### src/source/bpu_pkg.sv
package bpu_pkg;

    localparam int XLEN = 32;
    localparam int ADDR_LSB = 2;   // instructions are word aligned

    typedef logic [XLEN-1:0] addr_t;
    typedef logic [31:0] inst_t;
    typedef logic [6:0] opcode_t;
    typedef logic [4:0] reg_t;

    // 2-bit saturating counter, msb gives the direction
    typedef enum logic [1:0] {
        strong_nt = 2'b00,
        weak_nt   = 2'b01,
        weak_t    = 2'b10,
        strong_t  = 2'b11
    } ctr_state_t;

    // RV32I control transfer opcodes
    localparam opcode_t OPCODE_BRANCH = 7'b1100011;
    localparam opcode_t OPCODE_JAL    = 7'b1101111;
    localparam opcode_t OPCODE_JALR   = 7'b1100111;

    // link registers, a jalr through these is a return
    localparam reg_t REG_RA = 5'd1;
    localparam reg_t REG_T0 = 5'd5;

endpackage

### src/source/bpu_update_if.sv
`timescale 1ns/1ps

interface bpu_update_if;

    logic               upd_valid;    // resolved control instr from execute
    logic               upd_taken;
    bpu_pkg::addr_t     upd_pc;
    bpu_pkg::addr_t     upd_target;
    logic               pop_ret;      // return resolved, stall already applied
    logic               push_valid;   // call seen in decode, stall already applied
    bpu_pkg::addr_t     push_addr;

    modport source (output upd_valid, upd_taken, upd_pc, upd_target,
                    output pop_ret, push_valid, push_addr);
    modport dir_sink (input upd_valid, upd_taken, upd_pc);
    modport btb_sink (input upd_valid, upd_taken, upd_pc, upd_target);
    modport ras_sink (input pop_ret, push_valid, push_addr);

endinterface

### src/source/inst_classifier.sv
`timescale 1ns/1ps

module inst_classifier (
    input  bpu_pkg::addr_t  if_pc_i,
    input  bpu_pkg::inst_t  if_inst_i,
    input  logic            ex_valid_i,
    input  logic            ex_taken_i,
    input  logic            ex_stall_i,
    input  bpu_pkg::addr_t  ex_pc_i,
    input  bpu_pkg::addr_t  ex_target_i,
    input  bpu_pkg::addr_t  id_push_addr_i,
    input  bpu_pkg::inst_t  ex_inst_i,
    input  logic            id_push_valid_i,
    output logic            is_branch_o,
    output logic            is_jal_o,
    output logic            is_jalr_o,
    output logic            is_ret_o,
    output bpu_pkg::addr_t  static_target_o,
    bpu_update_if.source    upd
);

    bpu_pkg::opcode_t if_op;
    bpu_pkg::reg_t    if_rs1;
    bpu_pkg::addr_t   b_imm;
    bpu_pkg::addr_t   j_imm;
    logic             if_jalr;
    logic             ex_is_ret;

    assign if_op   = if_inst_i[6:0];
    assign if_rs1  = if_inst_i[19:15];
    assign if_jalr = (if_op == bpu_pkg::OPCODE_JALR);

    // ret: jalr x0, 0(ra|t0)
    assign is_ret_o    = if_jalr && (if_inst_i[11:7] == 5'd0) && (if_inst_i[31:20] == 12'd0)
                         && (if_rs1 == bpu_pkg::REG_RA || if_rs1 == bpu_pkg::REG_T0);
    assign is_branch_o = (if_op == bpu_pkg::OPCODE_BRANCH);
    assign is_jal_o    = (if_op == bpu_pkg::OPCODE_JAL);
    assign is_jalr_o   = if_jalr && !is_ret_o;   // indirect jumps other than returns

    assign b_imm = {{20{if_inst_i[31]}}, if_inst_i[7], if_inst_i[30:25], if_inst_i[11:8], 1'b0};
    assign j_imm = {{12{if_inst_i[31]}}, if_inst_i[19:12], if_inst_i[20], if_inst_i[30:21], 1'b0};
    assign static_target_o = if_pc_i + (is_jal_o ? j_imm : b_imm);

    // execute side only checks rs1, any link register jalr pops
    assign ex_is_ret = (ex_inst_i[6:0] == bpu_pkg::OPCODE_JALR)
                       && (ex_inst_i[19:15] == bpu_pkg::REG_RA
                           || ex_inst_i[19:15] == bpu_pkg::REG_T0);

    assign upd.upd_valid  = ex_valid_i;
    assign upd.upd_taken  = ex_taken_i;
    assign upd.upd_pc     = ex_pc_i;
    assign upd.upd_target = ex_target_i;
    assign upd.pop_ret    = ex_valid_i && ex_taken_i && ex_is_ret && !ex_stall_i;
    assign upd.push_valid = id_push_valid_i && !ex_stall_i;
    assign upd.push_addr  = id_push_addr_i;

endmodule

### src/source/direction_table.sv
`timescale 1ns/1ps

module direction_table #(
    parameter int DIR_ENTRIES = 64
) (
    input  logic            clk,
    input  logic            rst,
    input  bpu_pkg::addr_t  lookup_pc_i,
    output logic            dir_taken_o,
    bpu_update_if.dir_sink  upd
);

    localparam int IDX_W = (DIR_ENTRIES > 1) ? $clog2(DIR_ENTRIES) : 1;

    typedef logic [IDX_W-1:0] idx_t;

    bpu_pkg::ctr_state_t ctr_q [DIR_ENTRIES];
    idx_t                rd_idx;
    idx_t                wr_idx;
    bpu_pkg::ctr_state_t rd_state;

    // one step toward the resolved direction, saturating at both ends
    function automatic bpu_pkg::ctr_state_t step(input bpu_pkg::ctr_state_t s,
                                                 input logic taken);
        bpu_pkg::ctr_state_t n;
        case (s)
            bpu_pkg::strong_nt: n = taken ? bpu_pkg::weak_nt  : bpu_pkg::strong_nt;
            bpu_pkg::weak_nt:   n = taken ? bpu_pkg::weak_t   : bpu_pkg::strong_nt;
            bpu_pkg::weak_t:    n = taken ? bpu_pkg::strong_t : bpu_pkg::weak_nt;
            bpu_pkg::strong_t:  n = taken ? bpu_pkg::strong_t : bpu_pkg::weak_t;
            default:            n = bpu_pkg::weak_nt;
        endcase
        return n;
    endfunction

    assign rd_idx = lookup_pc_i[bpu_pkg::ADDR_LSB +: IDX_W];
    assign wr_idx = upd.upd_pc[bpu_pkg::ADDR_LSB +: IDX_W];

    assign rd_state    = ctr_q[rd_idx];
    assign dir_taken_o = (rd_state == bpu_pkg::weak_t) || (rd_state == bpu_pkg::strong_t);

    always_ff @(posedge clk or posedge rst) begin
        if (rst) begin
            for (int i = 0; i < DIR_ENTRIES; i++) begin
                ctr_q[i] <= bpu_pkg::weak_nt;
            end
        end else if (upd.upd_valid) begin
            ctr_q[wr_idx] <= step(ctr_q[wr_idx], upd.upd_taken);
        end
    end

endmodule

### src/source/target_buffer.sv
`timescale 1ns/1ps

module target_buffer #(
    parameter int BTB_ENTRIES = 32
) (
    input  logic            clk,
    input  logic            rst,
    input  bpu_pkg::addr_t  lookup_pc_i,
    output logic            btb_hit_o,
    output bpu_pkg::addr_t  btb_target_o,
    bpu_update_if.btb_sink  upd
);

    localparam int IDX_W = (BTB_ENTRIES > 1) ? $clog2(BTB_ENTRIES) : 1;
    localparam int TAG_LSB = bpu_pkg::ADDR_LSB + IDX_W;
    localparam int TAG_W = bpu_pkg::XLEN - TAG_LSB;   // everything above the index

    typedef logic [IDX_W-1:0] idx_t;
    typedef logic [TAG_W-1:0] tag_t;

    logic            valid_q  [BTB_ENTRIES];
    tag_t            tag_q    [BTB_ENTRIES];
    bpu_pkg::addr_t  target_q [BTB_ENTRIES];

    idx_t rd_idx;
    idx_t wr_idx;
    tag_t rd_tag;
    tag_t wr_tag;

    assign rd_idx = lookup_pc_i[bpu_pkg::ADDR_LSB +: IDX_W];
    assign rd_tag = lookup_pc_i[TAG_LSB +: TAG_W];
    assign wr_idx = upd.upd_pc[bpu_pkg::ADDR_LSB +: IDX_W];
    assign wr_tag = upd.upd_pc[TAG_LSB +: TAG_W];

    assign btb_hit_o    = valid_q[rd_idx] && (tag_q[rd_idx] == rd_tag);
    assign btb_target_o = target_q[rd_idx];

    always_ff @(posedge clk or posedge rst) begin
        if (rst) begin
            for (int i = 0; i < BTB_ENTRIES; i++) begin
                valid_q[i] <= 1'b0;
            end
        end else if (upd.upd_valid && upd.upd_taken) begin
            valid_q[wr_idx] <= 1'b1;
        end
    end

    // tag and target only, allocate on taken, not-taken keeps the old entry
    always_ff @(posedge clk) begin
        if (upd.upd_valid && upd.upd_taken) begin
            tag_q[wr_idx]    <= wr_tag;
            target_q[wr_idx] <= upd.upd_target;
        end
    end

endmodule

### src/source/return_stack.sv
`timescale 1ns/1ps

module return_stack #(
    parameter int RAS_DEPTH = 8
) (
    input  logic            clk,
    input  logic            rst,
    output logic            ras_valid_o,
    output bpu_pkg::addr_t  ras_top_o,
    bpu_update_if.ras_sink  upd
);

    localparam int IDX_W = (RAS_DEPTH > 1) ? $clog2(RAS_DEPTH) : 1;
    localparam int PTR_W = $clog2(RAS_DEPTH + 1);   // pointer runs 0..RAS_DEPTH

    typedef logic [PTR_W-1:0] ptr_t;

    localparam ptr_t DEPTH_P = ptr_t'(RAS_DEPTH);

    bpu_pkg::addr_t stack_q [RAS_DEPTH];
    ptr_t           ptr_q;      // next free slot
    ptr_t           ptr_pop;
    ptr_t           top_ptr;
    logic           do_pop;
    logic           do_push;

    assign do_pop  = upd.pop_ret && (ptr_q != '0);      // pop on empty ignored
    assign ptr_pop = ptr_q - ptr_t'(do_pop);
    assign do_push = upd.push_valid && (ptr_pop < DEPTH_P);   // full stack drops the push

    assign top_ptr     = (ptr_q == '0) ? '0 : ptr_q - 1'b1;
    assign ras_valid_o = (ptr_q != '0);
    assign ras_top_o   = stack_q[top_ptr[IDX_W-1:0]];

    always_ff @(posedge clk or posedge rst) begin
        if (rst) begin
            ptr_q <= '0;
        end else begin
            ptr_q <= ptr_pop + ptr_t'(do_push);
        end
    end

    // pop first, so a same-cycle push lands in the freed slot
    always_ff @(posedge clk) begin
        if (do_push) begin
            stack_q[ptr_pop[IDX_W-1:0]] <= upd.push_addr;
        end
    end

    ptr_in_range: assert property (@(posedge clk) disable iff (rst) ptr_q <= DEPTH_P)
        else $error("ras pointer past depth");

endmodule

### src/source/prediction_select.sv
`timescale 1ns/1ps

module prediction_select (
    input  bpu_pkg::addr_t  if_pc_i,
    input  logic            is_branch_i,
    input  logic            is_jal_i,
    input  logic            is_jalr_i,
    input  logic            is_ret_i,
    input  bpu_pkg::addr_t  static_target_i,
    input  logic            dir_taken_i,
    input  logic            btb_hit_i,
    input  bpu_pkg::addr_t  btb_target_i,
    input  logic            ras_valid_i,
    input  bpu_pkg::addr_t  ras_top_i,
    output logic            is_ctrl_o,
    output logic            pred_taken_o,
    output bpu_pkg::addr_t  pred_pc_o
);

    bpu_pkg::addr_t fall_through;
    bpu_pkg::addr_t direct_target;

    assign fall_through  = if_pc_i + bpu_pkg::addr_t'(4);
    assign direct_target = btb_hit_i ? btb_target_i : static_target_i;  // btb wins over decode
    assign is_ctrl_o     = is_branch_i || is_jal_i || is_jalr_i || is_ret_i;

    always_comb begin
        pred_taken_o = 1'b0;
        pred_pc_o    = fall_through;
        if (is_ret_i) begin
            pred_taken_o = ras_valid_i;   // empty stack falls through
            pred_pc_o    = ras_valid_i ? ras_top_i : fall_through;
        end else if (is_jal_i) begin
            pred_taken_o = 1'b1;
            pred_pc_o    = direct_target;
        end else if (is_branch_i) begin
            pred_taken_o = dir_taken_i;
            pred_pc_o    = dir_taken_i ? direct_target : fall_through;
        end else if (is_jalr_i && dir_taken_i && btb_hit_i) begin
            pred_taken_o = 1'b1;   // no static target for indirect jumps
            pred_pc_o    = btb_target_i;
        end
    end

endmodule

### src/source/bpu_top.sv
`timescale 1ns/1ps

module bpu_top #(
    parameter int DIR_ENTRIES = 64,
    parameter int BTB_ENTRIES = 32,
    parameter int RAS_DEPTH   = 8
) (
    input  logic            clk,
    input  logic            rst,
    input  bpu_pkg::addr_t  if_pc_i,
    input  bpu_pkg::inst_t  if_inst_i,
    input  logic            ex_valid_i,
    input  logic            ex_taken_i,
    input  bpu_pkg::addr_t  ex_pc_i,
    input  bpu_pkg::addr_t  ex_target_i,
    input  bpu_pkg::inst_t  ex_inst_i,
    input  logic            ex_stall_i,
    input  logic            id_push_valid_i,
    input  bpu_pkg::addr_t  id_push_addr_i,
    output logic            is_ctrl_o,
    output logic            pred_taken_o,
    output bpu_pkg::addr_t  pred_pc_o
);

    logic           is_branch, is_jal, is_jalr, is_ret;
    logic           dir_taken, btb_hit, ras_valid;
    bpu_pkg::addr_t static_target, btb_target, ras_top;

    bpu_update_if upd_bus ();

    inst_classifier u_classifier (
        .if_pc_i, .if_inst_i, .ex_valid_i, .ex_taken_i, .ex_stall_i,
        .ex_pc_i, .ex_target_i, .id_push_addr_i, .ex_inst_i, .id_push_valid_i,
        .is_branch_o(is_branch), .is_jal_o(is_jal), .is_jalr_o(is_jalr), .is_ret_o(is_ret),
        .static_target_o(static_target), .upd(upd_bus.source)
    );

    direction_table #(.DIR_ENTRIES(DIR_ENTRIES)) u_dir (
        .clk, .rst, .lookup_pc_i(if_pc_i), .dir_taken_o(dir_taken), .upd(upd_bus.dir_sink)
    );

    target_buffer #(.BTB_ENTRIES(BTB_ENTRIES)) u_btb (
        .clk, .rst, .lookup_pc_i(if_pc_i), .btb_hit_o(btb_hit), .btb_target_o(btb_target),
        .upd(upd_bus.btb_sink)
    );

    return_stack #(.RAS_DEPTH(RAS_DEPTH)) u_ras (
        .clk, .rst, .ras_valid_o(ras_valid), .ras_top_o(ras_top), .upd(upd_bus.ras_sink)
    );

    // final pick, all combinational from the fetch pc and stored state
    prediction_select u_select (
        .if_pc_i, .is_branch_i(is_branch), .is_jal_i(is_jal), .is_jalr_i(is_jalr),
        .is_ret_i(is_ret), .static_target_i(static_target), .dir_taken_i(dir_taken),
        .btb_hit_i(btb_hit), .btb_target_i(btb_target), .ras_valid_i(ras_valid),
        .ras_top_i(ras_top), .is_ctrl_o, .pred_taken_o, .pred_pc_o
    );

endmodule

### config.mk
export PLATFORM = sky130hd
export DESIGN_NAME = bpu_top
export DESIGN_NICKNAME = d
export VERILOG_FILES = /design/src/source/bpu_pkg.sv /design/src/source/bpu_update_if.sv /design/src/source/inst_classifier.sv /design/src/source/direction_table.sv /design/src/source/target_buffer.sv /design/src/source/return_stack.sv /design/src/source/prediction_select.sv /design/src/source/bpu_top.sv
export SDC_FILE = /design/constraint.sdc
export NUM_CORES = 2
export LEC_CHECK = 0
export ABC_AREA = 1
export BUFFER_PORTS_ARGS = -buffer_cell sky130_fd_sc_hd__buf_2
export CELL_PAD_IN_SITES_DETAIL_PLACEMENT = 1
export CELL_PAD_IN_SITES_GLOBAL_PLACEMENT = 1
export CORE_MARGIN = 2
export CORE_UTILIZATION = 45
export DETAILED_ROUTE_END_ITERATION = 12
export HOLD_SLACK_MARGIN = 0.06
export PLACE_DENSITY_LB_ADDON = 0.3
export SETUP_SLACK_MARGIN = 0.15
export SYNTH_ARGS = -nofsm -noshare
export SYNTH_HDL_FRONTEND = slang
export SYNTH_SLANG_ARGS = --single-unit
### constraint.sdc
create_clock -name clk -period 12.2 [get_ports clk]
set_input_delay 1.22 -clock clk [delete_from_list [all_inputs] [get_ports clk]]
set_output_delay 1.22 -clock clk [all_outputs]
set_load 0.01 [all_outputs]
# Word level (Yosys, flattened, before mapping)
# Memories as Yosys holds them, arrays and structs flattened.
# Cells that the tools add are included.
# totals
regBits	164
inputBits	198
output_inout_bits	34
n_memories	3
word_cells	197
ram_bits	2080
# mem_list
memory	depth	word_bits	rd	rd_clocked_by_memory_dff	wr	line	text
u_btb.target_q	32	32	1	0	1	target_buffer.sv:23	bpu_pkg::addr_t target_q [BTB_ENTRIES];
u_btb.tag_q	32	25	1	0	1	target_buffer.sv:22	tag_t tag_q [BTB_ENTRIES];
u_ras.stack_q	8	32	1	0	1	return_stack.sv:20	bpu_pkg::addr_t stack_q [RAS_DEPTH];
# classes
n_bitwise	5
magnitude_cmp	7
addsub	5
muxes	37
n_reduce_logical	29
n_eq_ne	14
# ops
cell	n
$mux W32	7
$bwmux W128	1
$add A32 B3 Y32 const B	1
$add A32 B32 Y32	1
$or A32 B32 Y32	1
$eq A7 B7 Y1 const B	4
$eq A25 B25 Y1	1
$bmux W2 S6	2
$mux W20	1
$logic_and A1 B1 Y1	16
$mux W2	8
$ge A7 B7 Y1 const B	2
$not A6 Y7	2
$mux W1	13
$demux W2 S6	1
$ge A6 B6 Y1 const B	2
$logic_not A12 Y1	1
$not A5 Y6	2
$eq A5 B1 Y1 const B	2
$eq A5 B3 Y1 const B	2
$eq A2 B2 Y1 const B	4
$pmux W2 S4	1
$lt A7 B1 Y1 const B	1
$logic_or A1 B1 Y1	6
other kinds (14)	15

# Depth between registers and ports, before layout
# logic_depth
word_depth	12
depth_mapped	26

# Cells and area by module
# Synthesis repeated with hierarchy kept, for this count alone.
# hier_totals
cells_unflattened	9146
area_unflattened_um2	98634.6
# by_module_without_submodules
module	n_inst	cells_per_inst	seq_area_each_um2	area_each_um2
target_buffer	1	5708	55573.3	73571.8
return_stack	1	1104	7787.5	11599.9
direction_table	1	1207	3283.1	7768.7
inst_classifier	1	644	0.0	3399.5
prediction_select	1	483	0.0	2294.7

# Worst setup path after synthesis
# OpenSTA, ideal clock, no wires.
# synth_path
kind	input-to-output
startpoint	input if_inst_i[6]
endpoint	output pred_pc_o[19]
arrival_time_ns	4.649
slack_ns	6.331
n_path_buf	1
required_time_ns	10.980
path_stages	22
path_cell_list	nand2_1 -> nor2_1 -> inv_1 -> nor4_2 -> clkinv_1 -> clkbuf_1 -> nand2_1 -> o21ai_0 -> ha_1 -> fa_1 -> nand3_1 -> nand2_1 -> nand3_1 -> nand2_1 -> a21o_1 -> a21oi_1 -> o21ai_0 -> a21oi_1 -> nand2_1 -> nand3_1 -> nand2_1 -> a31oi_1
# synth_via
elab_chain_cells	12
# synth_lines
item	line	text
start: declaration	bpu_top.sv:11	input bpu_pkg::inst_t if_inst_i,
branches (longest 11 deep; another with $add A32 B32 Y32)	n/a	
$mux W32 (*)	prediction_select.sv:30	if (is_ret_i) begin
end: declaration	bpu_top.sv:22	output bpu_pkg::addr_t pred_pc_o
# Mark *: on every way between the ends.

# Worst setup path in the final report
# layout_path
startpoint	input if_pc_i[2]
endpoint	output pred_pc_o[9]
# layout_via
elab_chain_cells	12
# layout_lines
item	line	text
start: declaration	bpu_top.sv:10	input bpu_pkg::addr_t if_pc_i,
$not A6 Y7 (implied by the code)	direction_table.sv:39	assign rd_state = ctr_q[rd_idx];
$bmux W2 S6	direction_table.sv:39	
$mux W2 (implied by the code) (2 in series)	direction_table.sv:39	
$eq A2 B2 Y1	direction_table.sv:40	assign dir_taken_o = (rd_state == bpu_pkg::weak_t) || (rd_state == bpu_pkg::strong_t);
$logic_or A1 B1 Y1	direction_table.sv:40	
$logic_and A1 B1 Y1 (2 in series)	prediction_select.sv:39	end else if (is_jalr_i && dir_taken_i && btb_hit_i) begin
$mux W32	prediction_select.sv:39	
$mux W32	prediction_select.sv:36	end else if (is_branch_i) begin
$mux W32	prediction_select.sv:33	end else if (is_jal_i) begin
$mux W32 (*)	prediction_select.sv:30	
# Every way passes the cells marked *; elsewhere a longest branch is shown, timed or not. The select of a mux whose other input is x is not followed.

==> results.md <==
- Status: completed
- Fin. max-slew vios: 0
- DR DRC count: 0
- Initial antenna violation count: 28
- R2R Setup Slk: 7.98 ns
- Post-synthesis mux area share: 0%
- Mapped Cells: 7768
- Post-CTS Resized: 0
- Critical path peak fanout: 199
- Via count: 66568
- EDFF count, synth: 2080
- Crit path top cell by count: nand2_1
- H-tree depth: 4
- Overall Power: 16.7 mW
- Synth Area in Simple Gates: 14.5%
- Setup violations, final: 0
- Number of max-cap violations: 0
- Final Hold Fails: 0
- Total track usage: 29.6%
- Largest family of logic cells by synthesized area: simple AND/OR/NAND/NOR gates
- Die H: 460 um
- Distinct cells, synth: 62
- Clock transition at path regs: 0.06 ns
- Sequential fraction of the synthesis area: 71.4%
- Chip width: 460 um
- Drt via density: 6.18
- Top_reg_cell synth: edfxtp_1
- Compound-Gate Fraction of Synth Area: 9.84%
- Vias in the first global route: 68378
- Critical Path RT: 10.98 ns
- RSZ-0062 raised after global routing: no
- Routability congestion estimate: 0.897
- Die ar.: 211000 um^2
- Drt pass-1 iters: 6
- # hold bufs at CTS: 0
- Pre-CTS WS: 4.17 ns
- CP top delay family: buffers and inverters
- Hold Crit Class: reg2reg
- Worst vdd ir: 0.000155 V
- CTS Buf Count: 225
- Max-slew headroom at the worst pin: 3.82%
- Fin crit period: 8.41 ns
- Later-pin clock latency in the skew report: 0.91 ns
- CP max-delay cell: buf_12
- Area grow syn2layout: 11.9%
- GR Overflow Total: 0
- Post-synth ARST share: 7.31%
- Root buffer cell: clkbuf_16
- Final ANT Viol Nets: 0
- Filler Cells Inserted: 21226
- Setup_tns: 0 ns
- Critical path arrival: 7.19 ns
- F_max: 119 MHz
- CTS tree: done
- Row count: 167
- PnR worst setup slack: 3.79 ns
- Worst Setup End Kind: output port
- Share of layout cells above drive strength 1: 10.7%
- Largest net degree at the start of global routing: 200
- Worst path max stage delay: 0.75 ns
- Final nets: 8096
- First-pass GRT wire length: 461 mm
- Starting DRT DRC Count: 7011
- Hpwl dp: 177 mm
- Core area: 207000 um^2
- WL per Instance: 29.5 um
- # IOs: 232
- Worst-Margin Slew: 1.43 ns
- CTS max path bufs: 3
- Synthesized net count: 8006
- PD cells: 160 nW/um^2
- Crit path cell chain: buf_8 -> buf_12 -> buf_12 -> nand2_1 -> nand3_1 -> nand3_1 -> nand2_1 -> nand2_1 -> nand3_1 -> nand2_1 -> nand2_1 -> nand2_1 -> nor2_1 -> nand2_1 -> inv_1 -> nand2_1 -> nor2_2 -> nand3_4 -> inv_2 -> nand2_1 -> nand2_1 -> nand2_1 -> a31oi_1 -> buf_2
- Synth Area in Adders: 0.544%
- Tcrit/Tclk final: 68.9%
- Clk_skew: 0.0552 ns
- WP buf/inv: 6
- Final Util: 50.6%
- Mapped Avg Cell Area: 12.0 um^2
- YS warnings: 0
- Setup CP Type: in2out
- Area share of xor/xnor cells in the synthesized design: 0.535%
- Leak: 36.5 nW
- Type of origin of the critical path: input pin
- IO buf count: 208
- Yosys reg bits: 2244
- Starting Density: 45.2%
- Final hold slack: 0.465 ns
- Mapped Area: 93400 um^2
- Drt total wl: 317 mm
- Buffer count from post-CTS setup fixing: 0
- Sink Count: 2244
per-stage QoR:
step | area, um^2 | instances
finish | 104000 | 10770
global route | 104000 | 10764
CTS | 104000 | 10757
detailed placement | 97100 | 10335
global placement | 97100 | 10335
floorplan | 93400 | 7768
routing by layer:
metal,up-vias,global-route usage (%),wire (um)
met2,2870,48.4,151000
li1,28595,-,-
met5,-,0,92
met3,646,5.31,25900
met1,34443,39.2,127000
met4,14,12.0,13300
state kept, by name, summed over array words and instances (netlist names):
signal and cells:
u_btb.target_q 1024, u_btb.tag_q 800, u_ras.stack_q 256, u_dir.ctr_q 128, u_btb.valid_q 32, u_ras.ptr_q 4
logic make-up after synthesis:
kind of cell,count (synthesis)
xor gates and xnor gates,57
buffers and inverters,665
and+or+nand+nor,3213
DFF,2244
AOI/OAI and AO/OA,1549
adders and majority gates,40
cells in the mapped netlist (all sizes together), types with 6 or more instances:
master,n,area [um^2]
nor3,30,165
o22ai,76,475
nand4,34,219
o21ai,454,2280
nand3,850,4270
o221ai,252,2210
dfstp,64,1680
inv,170,643
dfrtp,100,2500
buf,250,1440
nand2,1930,7260
xor2,45,394
a21oi,618,3090
clkbuf,237,890
ha,39,488
edfxtp,2080,62500
a22oi,44,330
a221o,9,90.1
clkinv,8,30.0
xnor2,12,105
o211ai,17,128
a221oi,12,105
a31oi,31,194
nor4,10,68.8
a211oi,6,45.0
nand3b,7,52.6
nor2,308,1200
or2,37,231
report_power, final:
part / switching [mW] / internal, mW
clock: 3.10 / 3.84
sequential: 0.0609 / 8.55
combinational: 0.889 / 0.309
cell usage in the layout (no fill, tap or decap), types with 11 or more instances in the layout:
cell type     n
o221ai_1    252
edfxtp_1   2080
xor2_1       45
buf_2       203
nor2_1      254
clkinv_1     57
a221oi_1     12
nor2_4       46
nand2_1    1924
nand3_1     848
o211ai_1     17
a31oi_1      31
or2_2        37
clkinv_16    12
clkbuf_16   225
clkbuf_1     45
o22ai_1      76
buf_4       136
clkinv_2     49
inv_1       161
xnor2_1      11
bufinv_16    17
nor3_1       26
o21ai_1      22
clkbuf_8     11
nand4_1      33
ha_1         39
o21ai_0     431
diode_2      13
a21oi_1     618
dfstp_2      64
dfrtp_1     100
a22oi_1      44
cell type report:
type	instances	area, um^2	area share [%]
Clock inverter	141	1440	1.38
Tap cell	2704	3380	3.24
Inverter	178	718	0.687
Multi-Input combinational cell	4859	24100	23.0
Timing Repair Buffer	350	2230	2.14
Sequential cell	2244	66600	63.8
Antenna cell	13	32.5	0.0311
Clock buffer	281	5950	5.70
worst paths after layout:
kind,from,end,cells past startpoint
min in group asynchronous,rst,u_dir.ctr_q[13],2
worst min-delay path,u_btb.valid_q[0],u_btb.valid_q[0],1
max in group asynchronous,rst,u_ras.ptr_q[1],3
worst max register to register,u_ras.ptr_q[0],u_ras.stack_q[6][10],12
worst max-delay path,if_pc_i[2],pred_pc_o[9],24
worst min register to register,u_btb.valid_q[0],u_btb.valid_q[0],1
No activity file was read; power rests on OpenSTA's default activity.
